$ cat config.mk
export PLATFORM = sky130hd
export DESIGN_NAME = bus_access
export DESIGN_NICKNAME = d
export VERILOG_FILES = /design/src/hw/soc_pkg.sv /design/src/hw/bus_access.sv
export SDC_FILE = /design/constraint.sdc
export NUM_CORES = 1
export LEC_CHECK = 0
export BUFFER_PORTS_ARGS = -buffer_cell sky130_fd_sc_hd__clkbuf_2
export CAP_MARGIN = 20
export CORE_AREA = 2 2 141 143
export DETAILED_ROUTE_END_ITERATION = 7
export DIE_AREA = 0 0 143 145
export SLEW_MARGIN = 20
export SYNTH_ARGS = -nofsm -noshare
export SYNTH_HDL_FRONTEND = slang
export SYNTH_SLANG_ARGS = --single-unit
$ cat constraint.sdc
create_clock -name clock -period 11.85 [get_ports clock]
set_clock_uncertainty 0.1 [all_clocks]
set_input_delay 1.185 -clock clock [delete_from_list [all_inputs] [get_ports clock]]
set_output_delay 1.185 -clock clock [all_outputs]
set_load 0.01 [all_outputs]
$ cat src/hw/soc_pkg.sv
`default_nettype none

package soc_pkg;

	// One bus access as seen by a slave
	typedef struct packed {
		logic        rw;
		logic [31:0] address;
		logic [31:0] wdata;
	} bus_req_t;

	typedef enum logic {
		ARB_IDLE,
		ARB_BUSY
	} arb_state_e;

	typedef enum logic [1:0] {
		PORT_A,
		PORT_B,
		PORT_C
	} arb_port_e;

	typedef enum logic [1:0] {
		DMA_IDLE,
		DMA_READ,
		DMA_WRITE
	} dma_state_e;

	// Memory map, address bits 31..28
	localparam logic [3:0] REGION_RAM   = 4'h1;
	localparam logic [3:0] REGION_DMA   = 4'h9;
	localparam logic [3:0] REGION_TIMER = 4'hA;

	localparam int RAM_WORDS     = 1024;
	localparam int RAM_ADDR_BITS = $clog2(RAM_WORDS);

	localparam logic [2:0] TIMER_REG_COUNT   = 3'd0;
	localparam logic [2:0] TIMER_REG_COMPARE = 3'd1;
	localparam logic [2:0] TIMER_REG_CONTROL = 3'd2;

	localparam logic [1:0] DMA_REG_SOURCE = 2'd0;
	localparam logic [1:0] DMA_REG_DEST   = 2'd1;
	localparam logic [1:0] DMA_REG_COUNT  = 2'd2;
	localparam logic [1:0] DMA_REG_STATUS = 2'd3;

endpackage

`default_nettype wire

$ cat src/hw/bus_access.sv
`default_nettype none

module bus_access
	import soc_pkg::*;
(
	input  wire             clock,
	input  wire             i_reset,

	// Port A (instruction fetch)
	input  wire             i_pa_request,
	input  wire      [31:0] i_pa_address,
	output logic            o_pa_ready,
	output logic     [31:0] o_pa_rdata,

	// Port B (data)
	input  wire             i_pb_request,
	input  wire bus_req_t   i_pb_req,
	output logic            o_pb_ready,
	output logic     [31:0] o_pb_rdata,

	// Port C (DMA)
	input  wire             i_pc_request,
	input  wire bus_req_t   i_pc_req,
	output logic            o_pc_ready,
	output logic     [31:0] o_pc_rdata,

	// Shared bus
	output logic            o_bus_request,
	output bus_req_t        o_bus_req,
	input  wire             i_bus_ready,
	input  wire      [31:0] i_bus_rdata
);

	arb_state_e state;
	arb_port_e  grant;

	logic      pick_valid;
	arb_port_e pick_port;
	bus_req_t  pick_req;
	logic      bus_done;

	// Fixed priority, A over B over C
	always_comb
	begin
		pick_valid = 1'b1;
		pick_port  = PORT_A;
		pick_req   = '{rw: 1'b0, address: i_pa_address, wdata: 32'h0};
		if (i_pa_request)
		begin
			pick_port = PORT_A;
		end
		else if (i_pb_request)
		begin
			pick_port = PORT_B;
			pick_req  = i_pb_req;
		end
		else if (i_pc_request)
		begin
			pick_port = PORT_C;
			pick_req  = i_pc_req;
		end
		else
			pick_valid = 1'b0;
	end

	assign bus_done = (state == ARB_BUSY) && i_bus_ready;

	always_ff @(posedge clock)
	begin
		if (i_reset)
		begin
			state         <= ARB_IDLE;
			grant         <= PORT_A;
			o_bus_request <= 1'b0;
		end
		else if (state == ARB_IDLE)
		begin
			if (pick_valid)
			begin
				state         <= ARB_BUSY;
				grant         <= pick_port;
				o_bus_request <= 1'b1;
			end
		end
		else if (i_bus_ready)
		begin
			// Back to idle for one cycle
			state         <= ARB_IDLE;
			o_bus_request <= 1'b0;
		end
	end

	// Fields stay frozen while busy
	always_ff @(posedge clock)
	begin
		if (state == ARB_IDLE && pick_valid)
			o_bus_req <= pick_req;
	end

	//==================================================

	assign o_pa_ready = bus_done && (grant == PORT_A);
	assign o_pb_ready = bus_done && (grant == PORT_B);
	assign o_pc_ready = bus_done && (grant == PORT_C);

	assign o_pa_rdata = (grant == PORT_A) ? i_bus_rdata : 32'h0;
	assign o_pb_rdata = (grant == PORT_B) ? i_bus_rdata : 32'h0;
	assign o_pc_rdata = (grant == PORT_C) ? i_bus_rdata : 32'h0;

endmodule

`default_nettype wire

== Word level (Yosys, flattened, before mapping) ==
Cells that the tools add are included.
Word-level totals
  register bits after elaboration: 69
  bits of input ports: 200
  logic and storage cells: 37
  output and inout bits: 165
Operators by class
  reductions and logical operators: 9
  bitwise operators: 1
  muxes and demuxes: 18
  equality and inequality tests: 3
Operators with widths (count)
  two-way mux 65 bit: 2
  two-way mux 32 bit: 3
  two-way mux 64 bit: 1
  two-way mux 1 bit: 9
  two-way mux 2 bit: 3
  logical AND 1 bit: 5
  AND reduction 2 bit: 2
  == test 2 x 1 -> 1 bit, second input constant: 1
  == test 2 bit, second input constant: 1
  zero test 2 bit: 1
  != test 2 bit, second input constant: 1
  nonzero test 2 bit: 1
  inverter 1 bit: 1

== Longest topological paths before layout ==
Gate-level depths: netlist of run 1.
  depth after elaboration: 5
  mapped depth: 6

== Worst setup path before layout of run 1 ==
Ideal clock, no wire load.
  path kind: input port to flip-flop
  start: input i_pa_request
  end: register o_bus_req[0] in the netlist's numbering, enable pin
  arrival time: 4081 ps
  slack: 7181 ps
  cell stages on the path: 3
  buffers on the path: 1
  data required time: 11261 ps
  path through: buf_6 -> nor3_1 -> nor2_1
Between the ends
  word-level cells in the longest chain between the ends: 2
Ends and longest elaborated chain
  start, declared: line bus_access.sv:10  | input wire i_pa_request,
  two-way mux 1 bit: line bus_access.sv:48  | if (i_pa_request)
  logical AND 1 bit: line bus_access.sv:96  | if (state == ARB_IDLE && pick_valid)
  end signal, assigned: line bus_access.sv:97  | o_bus_req <= pick_req;
  end, declared: line bus_access.sv:29  | output bus_req_t o_bus_req,
Every way passes these cells.
A chain may end at the register's enable or synchronous reset.

== Worst setup path in the final report of run 1 ==
  start: register grant[0]
  end: output o_pc_rdata[30]
Between the ends
  word-level cells in the longest chain between the ends: 2
Ends and longest elaborated chain
  start, declared: line bus_access.sv:35  | arb_port_e grant;
  start signal, assigned: line bus_access.sv:81  | grant <= pick_port;
  == test 2 bit: line bus_access.sv:108  | assign o_pc_rdata = (grant == PORT_C) ? i_bus_rdata : 32'h0;
  two-way mux 32 bit: line bus_access.sv:108
  end, declared: line bus_access.sv:25  | output logic [31:0] o_pc_rdata,
Every way passes these cells.

==> results of run 1 <==
[registers in the layout, summed over array words and instances (netlist names)]
register / cells
o_bus_request: 1
grant: 2
state: 1
o_bus_req: 65
[synthesized netlist by cell type, drive strengths merged]
| cell type | n |
|---|---|
| and2 | 97 |
| edfxtp | 65 |
| a22o | 33 |
| nand2 | 33 |
| o21ai | 33 |
| inv | 32 |
| o311ai | 32 |
| clkbuf | 20 |
| buf | 14 |
| nor2 | 6 |
| dfxtp | 4 |
| and2b | 2 |
| and3 | 2 |
| nand2b | 2 |
| nor2b | 2 |
| nor3 | 2 |
| a211oi | 1 |
| a21oi | 1 |
| a2bb2oi | 1 |
| nor4 | 1 |
| o22ai | 1 |
[layer usage]
layer	up-vias	wire, µm
met2	230	8120
met5	-	0
met3	13	1190
li1	2068	-
met1	1921	6320
met4	0	208
[layout make-up]
class	count	area, µm²
fillers	2020	13000
flip-flops and latches	69	2030
repair buffers	370	1870
multi-input cells	249	1610
well taps	265	332
clock buffers	10	229
inverters	32	120
clock inverters	5	52.6
[stage by stage]
step           hold slack (ns)  cell area (µm²)  worst slack (ns)
3_3_place_gp             0.403             5950              8.54
6_report                 0.432             6240              8.71
4_1_cts                  0.437             6240              8.61
3_5_place_dp             0.423             5960              8.52
5_1_grt                  0.448             6240              8.49
2_1_floorplan            0.378             3940              7.18
[worst min path at each step]
stage / end / cells after the start / slack (ns)
after floorplan: grant[0] / 2 / 0.38
after global placement: o_bus_request / 2 / 0.40
after detailed placement: o_bus_request / 2 / 0.42
after CTS: o_bus_request / 2 / 0.44
after global routing: o_bus_request / 2 / 0.45
final: o_bus_request / 2 / 0.43
[cells by family (layout without fill, tap and decap cells)]
| group | Yosys count | in the layout |
|---|---|---|
| buf+inv | 66 | 417 |
| compound gates | 102 | 102 |
| flops | 69 | 69 |
| simple gates | 147 | 147 |
[worst min-delay path: cells and delay by family, from the launching register on]
kind               cells  cell delay, ns
AOI/OAI and AO/OA      1            0.07
and+or+nand+nor        1            0.07
DFF                    1            0.35
[power by group through the flow]
stage	logic, mW	clock network (mW)	registers (mW)
floorplan	0.0618	0	0.322
global placement	0.161	0	0.309
detailed placement	0.161	0	0.310
CTS	0.162	0.274	0.305
global route	0.174	0.283	0.307
finish	0.159	0.261	0.304
==> summary.txt, run 1 <==
Worst setup path
  – Crit Path Category: reg -> out
  – Crit path to: o_pc_rdata[30]
  – Worst EP required: between 10 and 15 ns
  – Crit path buffers/inverters: 1
  – Critical-path maximum fanout: 33
  – Crit path depth: 3
  – Arr. time, crit path: 1.86 ns
  – Start of the worst register-to-register path: state
  – Setup crit start kind: flip-flop
  – R2R depth: 2
  – Crit path cell chain: and2b_1, and2_1, clkbuf_2
  – Cell family with most CP delay: simple AND/OR/NAND/NOR gates
  – R2R Path End: o_bus_req[21]
  – Crit path capture type: output pin
  – Reg2Reg Setup Slack: 10.04 ns
  – Slowest-stage cell, CP: and2b_1
  – Crit. Startpoint: grant[0]
  – CP max stage delay: 0.74 ns

Timing
  – Tightest Pin Transition: between 0.8 and 0.9 ns
  – Post-route setup TNS: 0 ns
  – Max_slew headroom: 40.1%
  – Tmin final: between 3 and 4 ns
  – Max Clk Rate: 318 MHz
  – Final Hold Viols: 0
  – Fin crit share: a little over a quarter
  – Final slew viol count: 0
  – RSZ-0062 raised after global routing: no
  – Setup violators final: 0

Placed design
  – Post-placement cell count: 985
  – Hpwl dp: 12.4 mm
  – IO buf count: between 300 and 400
  – GP Congestion: 0.737

Pwr
  – Power share of the combinational group: 22.0%
  – Sequential group share of total power: 42.0%
  – Pwr/cell area: 116 nW/µm²
  – Total power: 0.725 mW
  – Switching power: 0.197 mW
  – Leak: 3.14 nW
  – Sw Share: 27.1%
  – Maximum VDD drop: 49.6 µV
  – Cell Int Power: 0.528 mW
  – Clock share of power: a little over a third

Clock network
  – Clk buf depth: 2
  – Clk Tree Root Cell: clkbuf_16
  – CTS tree: yes
  – Total CTS buffers: 9
  – # hold bufs at CTS: 0
  – Setup Buffers After CTS: 0
  – Gates resized, CTS repair: 0
  – Clock slew at reported path FFs: 0.06 ns
  – CTS Sinks: 69
  – CTS H-tree depth: 3
  – Clk_lat worst skew: roughly 0.33 ns

Drt
  – DRC violations left: 0
  – DR vias: 4232
  – First-pass DRT Iterations: 4
  – Total Routed Length: 15.8 mm
  – Routed WL per cell: roughly 16 µm
  – Initial drt markers: 182
  – Vias per inst: around 4.2
  – Remaining antenna violation count: 0

Final layout
  – Final #Nets: 931
  – Number of diodes: 0
  – Finished Layout Cells: 1000
  – Most common cell after layout, fill and taps aside: clkbuf_2
  – Fraction of layout cells with a size suffix above 1: a little over half
  – Area grow syn2layout: 58.3%
  – Commonest cells after routing, fill and taps aside: clkbuf_2 (364), and2_1 (97), edfxtp_1 (65)
  – Final core occ: 32.5%

Die
  – I/O pin count: between 300 and 400
  – Die area: 20700 µm²
  – Width of the die: 143 µm
  – Initial core utilization: roughly a fifth
  – Die Y: 145 µm
  – Core area: 19200 µm²
  – Cell Rows: 51

Run
  – Max Cap Viol: 0

Global routing
  – M3 GR Usage: 3.07%
  – Overflow left after global routing: 0
  – Grt met2 use: 26.2%
  – Vias in the first global route: slightly above 4000
  – Met1 Use GR: 17.1%
  – GRT busiest layer: met2
  – Largest net degree at the start of global routing: 69
  – Initial antenna violation count: 0
  – First-pass GRT wire length: 23.0 mm
  – GRT Total Usage: 14.6%

Worst hold path
  – Hold wc startpoint: o_bus_request
  – HP Class: reg -> reg

Synthesis
  – Synth top area share: around half
  – Xor/xnor cell area share of the yosys netlist: 0%
  – Cell taking the most area after synthesis: edfxtp_1
  – Synth Area in Compound Gates: around 19%
  – Post-synthesis adder-cell area fraction: 0%
  – Synthesized instance count: ~380
  – Largest family of logic cells by synthesized area: simple AND/OR/NAND/NOR gates
  – Flops & latches, synth: 69
  – Synth Area in Simple Gates: 20.9%
  – Area contributors post-synth: edfxtp_1 (50%), and2_1 (15%), a22o_1 (7.3%)
  – Cell Area, Synth: slightly below 4000 µm²
  – Yosys cell types: 25
  – Synth Area per Inst: between 10 and 15 µm²
  – Sequential area share after synthesis: between 50% and 60%
  – Multiplexer area fraction after synthesis: 0%
  – Ys Warns: 0
  – Mapped Nets: 584

Status
  – Outcome: complete, no violations
(Power assumes the default switching activity.)
==> inputs of run 2 (changes only) <==
--- a/config.mk
+++ b/config.mk
@@ -7,9 +7,9 @@
 export LEC_CHECK = 0
 export BUFFER_PORTS_ARGS = -buffer_cell sky130_fd_sc_hd__clkbuf_2
 export CAP_MARGIN = 20
-export CORE_AREA = 2 2 141 143
+export CORE_AREA = 2 2 140 142
 export DETAILED_ROUTE_END_ITERATION = 7
-export DIE_AREA = 0 0 143 145
+export DIE_AREA = 0 0 142 144
 export SLEW_MARGIN = 20
 export SYNTH_ARGS = -nofsm -noshare
 export SYNTH_HDL_FRONTEND = slang
==> constraint.sdc (replaced) <==
create_clock -name clock -period 2.76 [get_ports clock]
set_clock_uncertainty 0.1 [all_clocks]
set_input_delay 0.276 -clock clock [delete_from_list [all_inputs] [get_ports clock]]
set_output_delay 0.276 -clock clock [all_outputs]
set_load 0.01 [all_outputs]
==> run 2 against run 1 <==
Total power rose to 4.7 times the previous value. Utilization up 0.64 points. Setup slack lost 8.2 ns. Clock power grew to 5.5 times the previous value. Die area shrank 1.4%. Final cell count fell by 2.2%. Routed wire length fell by 0.12%. Hold slack lost 0.36 ns. Via count up 1.7%. Non-clock buffer count rose by 4. Sequential share of layout area shrank 0.42 points. Register-to-register slack got worse by 9.0 ns.
==> summary.txt, run 2 (synthesized netlist as in run 1, its figures left out) <==
Final layout
  – Commonest cells after routing, fill and taps aside: clkbuf_2 (364), and2_1 (97), edfxtp_1 (65)
  – Most common cell after layout, fill and taps aside: clkbuf_2
  – Post-route cell area: 6320 µm² (+1.3%)
  – # fillers: 2022 (+0.099%)
  – Fraction of layout cells with a size suffix above 1: 53.1% (+0.46 points)
  – Area grow syn2layout: 60.3%
  – Largest registers: o_bus_req: 65 flops, grant: 2 flops
  – Largest register FFs: 65 (unchanged)
  – Finished Layout Cells: 978 (-2.2%)
  – Number of diodes: 0 (unchanged)
  – Top reg by flops: o_bus_req
  – Final #Nets: 935 (+0.43%)

Worst setup path
  – Slowest-stage cell, CP: and2b_1
  – Worst EP required: 2.38 ns (-8.19 ns)
  – Crit path capture type: output pin
  – Critical-path maximum fanout: 33 (unchanged)
  – Arr. time, crit path: 1.88 ns (+0.02 ns)
  – R2R Path End: o_bus_req[12]
  – Start of the worst register-to-register path: state
  – Crit Path Category: reg -> out
  – Setup crit start kind: flip-flop
  – CP max stage delay: 0.72 ns (-0.02 ns)
  – Reg2Reg Setup Slack: 1.02 ns (-9.02 ns)
  – Crit path cell chain: and2b_1, and3_1, clkbuf_2
  – R2R depth: 2 (unchanged)

Die
  – Die area: 20400 µm² (-1.4%)
  – Width of the die: 142 µm (-0.70%)
  – Cell Rows: 51 (unchanged)
  – Die Y: 144 µm (-0.69%)
  – Core area: 19100 µm² (-0.66%)
  – Initial core utilization: 20.7% (+0.14 points)
  – I/O pin count: 365 (unchanged)

Drt
  – Met2 wire length: 8.27 mm (+1.9%)
  – DRC violations left: 0 (unchanged)
  – Wl on met1: 6.29 mm (-0.52%)
  – Total Routed Length: 15.8 mm (-0.12%)
  – Max layer used: met4
  – Vias per inst: 4.40 (+4.0%)
  – Routed WL per cell: 16.2 µm (+2.1%)
  – Remaining antenna violation count: 0 (unchanged)
  – First-pass DRT Iterations: 5 (+1)
  – Initial drt markers: 141 (-23%)
  – Routed length on met3: 1.09 mm (-8.5%)
  – DR vias: 4305 (+1.7%)

Timing
  – Post-route setup TNS: 0 ns (unchanged)
  – Tmin final: 2.25 ns
  – Fin crit share: a little over 80%
  – Max_slew headroom: 42.4% (+2.4 points)
  – Setup violators final: 0 (unchanged)
  – Max Clk Rate: between 400 and 500 MHz
  – Tightest Pin Transition: 0.864 ns (-0.0354 ns)
  – Final Hold Viols: 0 (unchanged)
  – RSZ-0062 raised after global routing: no
  – Final slew viol count: 0 (unchanged)

Pwr
  – Pwr/cell area: 543 nW/µm² (+370%)
  – Maximum VDD drop: 251 µV (+410%)
  – Leak: 3.20 nW (+2.0%)

Placed design
  – Post-placement cell count: 962 (-2.3%)
  – GP Congestion: 0.757 (+2.8%)
  – Hpwl dp: 12.9 mm (+3.4%)
  – IO buf count: 364 (unchanged)
  – Post-Place Cell Area: 5950 µm² (-0.15%)

Clock network
  – CTS Sinks: 69 (unchanged)
  – Setup Buffers After CTS: 0 (unchanged)
  – Clock slew at reported path FFs: 0.06 ns (about the same)
  – # hold bufs at CTS: 0 (unchanged)
  – CTS tree: yes
  – Total CTS buffers: 9 (unchanged)
  – Clk_lat worst skew: 0.32 ns (about the same)
  – CTS H-tree depth: 3 (unchanged)
  – Gates resized, CTS repair: 0 (unchanged)
  – Clk buf depth: 2 (unchanged)
  – Clk Tree Root Cell: clkbuf_16

Worst hold path
  – HP Class: in -> reg
  – Hold wc startpoint: i_reset
  – Worst hold path stage count: 2 (unchanged)
  – Hold EP: grant[0]

Global routing
  – GRT Total Usage: 14.3% (-0.28 points)
  – First-pass GRT wire length: 22.2 mm (-3.3%)
  – Overflow left after global routing: 0 (unchanged)
  – Initial antenna violation count: 0 (unchanged)
  – Largest net degree at the start of global routing: 66 (-4.3%)
  – Vias in the first global route: 4031 (-1.9%)

Run
  – Max Cap Viol: 0 (unchanged)

Status
  – Outcome: complete, no violations
[run 2: cell count changes in the layout (fill, tap and decap cells not counted)]
cell,delta
buf_4,+4
clkinv_2,-3
clkbuf_1,-1
clkinv_4,+2
clkinvlp_4,-1
nor2_2,+1
bufinv_16,+3
nor2_4,-1
inv_6,+1
[run 2: area by class of cell]
class | count | area, µm² | area share, %
inverters | 32 | 120 | 1.90
repair buffers | 374 | 1900 | 30.0
multi-input cells | 249 | 1600 | 25.3
clock buffers | 9 | 225 | 3.56
flip-flops and latches | 69 | 2030 | 32.2
well taps | 238 | 298 | 4.71
clock inverters | 7 | 146 | 2.32
[run 2: worst max-delay path: cells and delay by family, from the launching register on]
family / cells / cell delay, ns
AND/OR/NAND/NOR: 2 / 1.05
buffers and inverters: 1 / 0.16
flip-flops: 1 / 0.34
[run 2: metrics by stage]
step	power (mW)	utilization [%]	hold WS, ns	setup WS [ns]
finish	3.43	33.1	0.0734	0.507
global route	3.58	33.1	0.0884	0.351
CTS	3.49	33.1	0.0622	0.486
detailed placement	2.03	31.2	0.420	0.855
global placement	2.03	31.2	0.399	0.806
floorplan	1.64	-	0.245	0.0456
[run 2: layer usage]
metal / GRT usage (%) / vias to the layer above
li1: - / 2076
met1: 16.5 / 1975
met2: 27.1 / 243
met3: 2.91 / 11
met4: 3.37 / 0
met5: 0 / -
[run 2: power by group]
part	internal [mW]	leakage [nW]	total (mW)	switching, mW
clock	0.981	0.180	1.43	0.454
combinational	0.309	2.33	0.693	0.384
sequential	1.27	0.694	1.31	0.0322
[run 2: worst max-delay path by stage]
| stage | slack (ns) | to | startpoint |
|---|---|---|---|
| floorplan | 0.05 | o_bus_req[0] | state |
| global placement | 0.81 | o_pb_ready | grant[1] |
| detailed placement | 0.86 | o_pb_ready | grant[1] |
| CTS | 0.49 | o_pb_ready | grant[1] |
| global route | 0.35 | o_pb_ready | grant[1] |
| finish | 0.51 | o_pb_ready | grant[1] |
==> inputs of run 3 (changes only) <==
--- a/config.mk
+++ b/config.mk
@@ -5,11 +5,12 @@
 export SDC_FILE = /design/constraint.sdc
 export NUM_CORES = 1
 export LEC_CHECK = 0
+export ABC_AREA = 1
 export BUFFER_PORTS_ARGS = -buffer_cell sky130_fd_sc_hd__clkbuf_2
 export CAP_MARGIN = 20
-export CORE_AREA = 2 2 140 142
+export CORE_AREA = 2 2 141 143
 export DETAILED_ROUTE_END_ITERATION = 7
-export DIE_AREA = 0 0 142 144
+export DIE_AREA = 0 0 143 145
 export SLEW_MARGIN = 20
 export SYNTH_ARGS = -nofsm -noshare
 export SYNTH_HDL_FRONTEND = slang
==> constraint.sdc (replaced) <==
create_clock -name clock -period 2 [get_ports clock]
set_clock_uncertainty 0.1 [all_clocks]
set_input_delay 0.2 -clock clock [delete_from_list [all_inputs] [get_ports clock]]
set_output_delay 0.2 -clock clock [all_outputs]
set_load 0.01 [all_outputs]
==> run 3 against run 2 <==
Sequential share of layout area increased by 0.82 points. Setup slack got worse by 0.20 ns. Final cell count increased by 13%. Register-to-register slack got worse by 0.59 ns. Via count increased by 3.7%. Clock-buffer cell count increased by 1. Critical path depth increased by 2. Total power increased by 29%. Cell area decreased by 2.5%. Sequential power increased by 37%.
==> summary.txt, run 3 <==
Status
  – Outcome: complete, no violations

Timing
  – Fin crit share: between 80 and 90%
  – Hold Slack: 0.0281 ns (-0.0453 ns)
  – Post-route setup TNS: 0 ns (unchanged)
  – Tmin final: 1.69 ns
  – Final Hold Viols: 0 (unchanged)
  – Max Clk Rate: around 600 MHz
  – Max_slew headroom: 38.0% (-4.5 points)
  – Final slew viol count: 0 (unchanged)
  – RSZ-0062 raised after global routing: no
  – Setup ws final: 0.308 ns (-0.199 ns)
  – Setup violators final: 0 (unchanged)
  – Tightest Pin Transition: 0.927 ns (+0.0636 ns)

Drt
  – Initial drt markers: 172 (+22%)
  – Routed WL per cell: 14.1 µm (-13%)
  – Remaining antenna violation count: 0 (unchanged)
  – First-pass DRT Iterations: 5 (unchanged)
  – Vias per inst: 4.03 (-8.4%)
  – DR vias: 4466 (+3.7%)
  – Total Routed Length: 15.6 mm (-1.3%)
  – DRC violations left: 0 (unchanged)

Worst setup path
  – R2R Path End: o_bus_req[4]
  – Setup crit start kind: flip-flop
  – Arr. time, crit path: 1.39 ns (-0.49 ns)
  – Start of the worst register-to-register path: state
  – Critical-path maximum fanout: 33 (unchanged)
  – R2R depth: 4 (+2)
  – Crit path capture type: output pin
  – Crit Path Category: reg -> out
  – Reg2Reg Setup Slack: 0.43 ns (-0.59 ns)
  – Worst EP required: 1.70 ns (-0.68 ns)

Clock network
  – CTS tree: yes
  – Gates resized, CTS repair: 0 (unchanged)
  – CTS Sinks: 69 (unchanged)
  – Clk Tree Root Cell: clkbuf_16
  – Clk_lat worst skew: 0.33 ns (about the same)
  – Clock slew at reported path FFs: 0.06 ns (about the same)
  – Total CTS buffers: 9 (unchanged)
  – Clk buf depth: 2 (unchanged)
  – CTS H-tree depth: 3 (unchanged)
  – Setup Buffers After CTS: 0 (unchanged)

Synthesis
  – Synth Area per Inst: 7.67 µm² (-25%)
  – Mapped Nets: 679 (+16%)
  – Cell taking the most area after synthesis: edfxtp_1
  – Synth Flop Type: edfxtp_1
  – Area contributors post-synth: edfxtp_1 (53%), nand2_1 (21%), nor2_1 (10%)
  – Flops & latches, synth: 69 (unchanged)
  – Ys Warns: 0 (unchanged)
  – Synthesized instance count: 479 (+25%)
  – Synth top area share: 53.1% (+3.6 points)
  – Cell Area, Synth: 3670 µm² (-6.8%)
  – Synth cell count leaders: nand2_1 (204), nor2_1 (100), edfxtp_1 (65)
  – Count leader, synth: nand2_1
  – Yosys cell types: 16 (-36%)
  – EDFF count, synth: 65 (unchanged)
  – Sequential area share after synthesis: 55.3% (+3.8 points)
  – Synth async-reset ratio: 0% (unchanged)

Placed design
  – Post-placement cell count: 1091 (+13%)
  – IO buf count: 364 (unchanged)
  – GP Congestion: 0.877 (+16%)
  – Hpwl dp: 12.7 mm (-1.2%)
  – Post-place setup slack: 0.298 ns (-0.557 ns)
  – Post-Place Cell Area: 5830 µm² (-2.0%)

Die
  – Core area: 19200 µm² (+0.67%)
  – I/O pin count: 365 (unchanged)
  – Die Y: 145 µm (+0.69%)
  – Initial core utilization: 19.1% (-1.5 points)
  – Width of the die: 143 µm (+0.70%)
  – Die area: 20700 µm² (+1.4%)
  – Cell Rows: 51 (unchanged)

Final layout
  – Area of the multi-input gates: 1370 µm² (-14%)
  – Post-route cell area: 6160 µm² (-2.5%)
  – Seq. cell area: 2030 µm² (unchanged)
  – Largest registers: o_bus_req: 65 flops, grant: 2 flops
  – Most common cell after layout, fill and taps aside: clkbuf_2
  – Area grow syn2layout: 67.8%
  – Fraction of layout cells with a size suffix above 1: 46.6% (-6.5 points)
  – Largest register FFs: 65 (unchanged)
  – Number of diodes: 0 (unchanged)
  – Final core occ: 32.1% (-1.0 points)
  – Final #Nets: 1038 (+11%)
  – Finished Layout Cells: 1108 (+13%)
  – Top reg by flops: o_bus_req
  – # fillers: 2077 (+2.7%)
  – Commonest cells after routing, fill and taps aside: clkbuf_2 (364), nand2_1 (204), nor2_1 (100), edfxtp_1 (65), inv_1 (38)

Pwr
  – Total power: 4.44 mW (+29%)
  – Maximum VDD drop: 312 µV (+24%)
  – Leak: 3.46 nW (+7.9%)
  – Pwr/cell area: 721 nW/µm² (+33%)

Global routing
  – Largest net degree at the start of global routing: 60 (-9.1%)
  – Overflow left after global routing: 0 (unchanged)
  – Vias in the first global route: 4137 (+2.6%)
  – Initial antenna violation count: 0 (unchanged)
  – GRT Total Usage: 14.2% (-0.086 points)
  – First-pass GRT wire length: 22.2 mm (-0.31%)

Worst hold path
  – Hold EP: o_bus_req[31]
  – Worst hold path stage count: 3 (+1)
  – Hold wc startpoint: i_pc_req[31]
  – HP Class: in -> reg

Run
  – Max Cap Viol: 0 (unchanged)
run 3: changes by cell type after synthesis, sizes merged, moves of 3 or more:
cell	change
and2	-97
inv	+8
a22o	-33
nand3	+30
buf	+3
o311ai	-32
clkbuf	-11
nor2	+96
o21ai	-31
nand2	+171
run 3: cell type report:
type	count	share of cell area (%)
flip-flops and latches	69	33.0
repair buffers	374	31.6
multi-input cells	344	22.3
well taps	265	5.38
clock buffers	10	3.71
inverters	40	2.50
clock inverters	6	1.54
run 3: where the power goes:
group / internal [mW] / leakage (nW) / switching (mW) / total [mW]
clock: 1.11 / 0.158 / 0.636 / 1.74
sequential: 1.75 / 0.697 / 0.0418 / 1.79
combinational: 0.380 / 2.60 / 0.529 / 0.909
run 3: how the worst max path moves through the flow:
stage	startpoint	endpoint
3_5_place_dp	i_pa_request	o_bus_req[10]
5_1_grt	grant[1]	o_pb_rdata[15]
3_3_place_gp	i_pa_request	o_bus_req[6]
2_1_floorplan	state	o_bus_req[0]
6_report	grant[1]	o_pb_rdata[15]
4_1_cts	grant[1]	o_pb_rdata[13]
run 3: repair_timing:
| item | CTS | global route |
|---|---|---|
| hold buffers | 1 | 0 |
| setup endpoints to repair | 0 | 0 |
| hold endpoints to repair | 2 | 0 |
run 3: logic make-up (layout without fill, tap and decap cells):
family,after synthesis,in the layout,share of synthesized area (%)
buffers and inverters,66,430,7.80
AND/OR/NAND/NOR,336,336,35.5
AO/OA/AOI/OAI,8,8,1.40
flip-flops,69,69,55.3
run 3: worst max-delay path: stages (launching register included):
cell and delay [ns]:
dfxtp_1 0.36, inv_1 0.06, nand2_1 0.05, buf_4 0.31
nor2_1 0.11, clkbuf_2 0.15
run 3: per-layer routing:
metal  up-vias  global-route usage, %  wire length, µm
met2       267                   26.1             7960
met4         0                   5.99              427
li1       2207                      -                -
met3        21                   3.80             1360
met1      1971                   15.1             5870
met5         -                      0                0
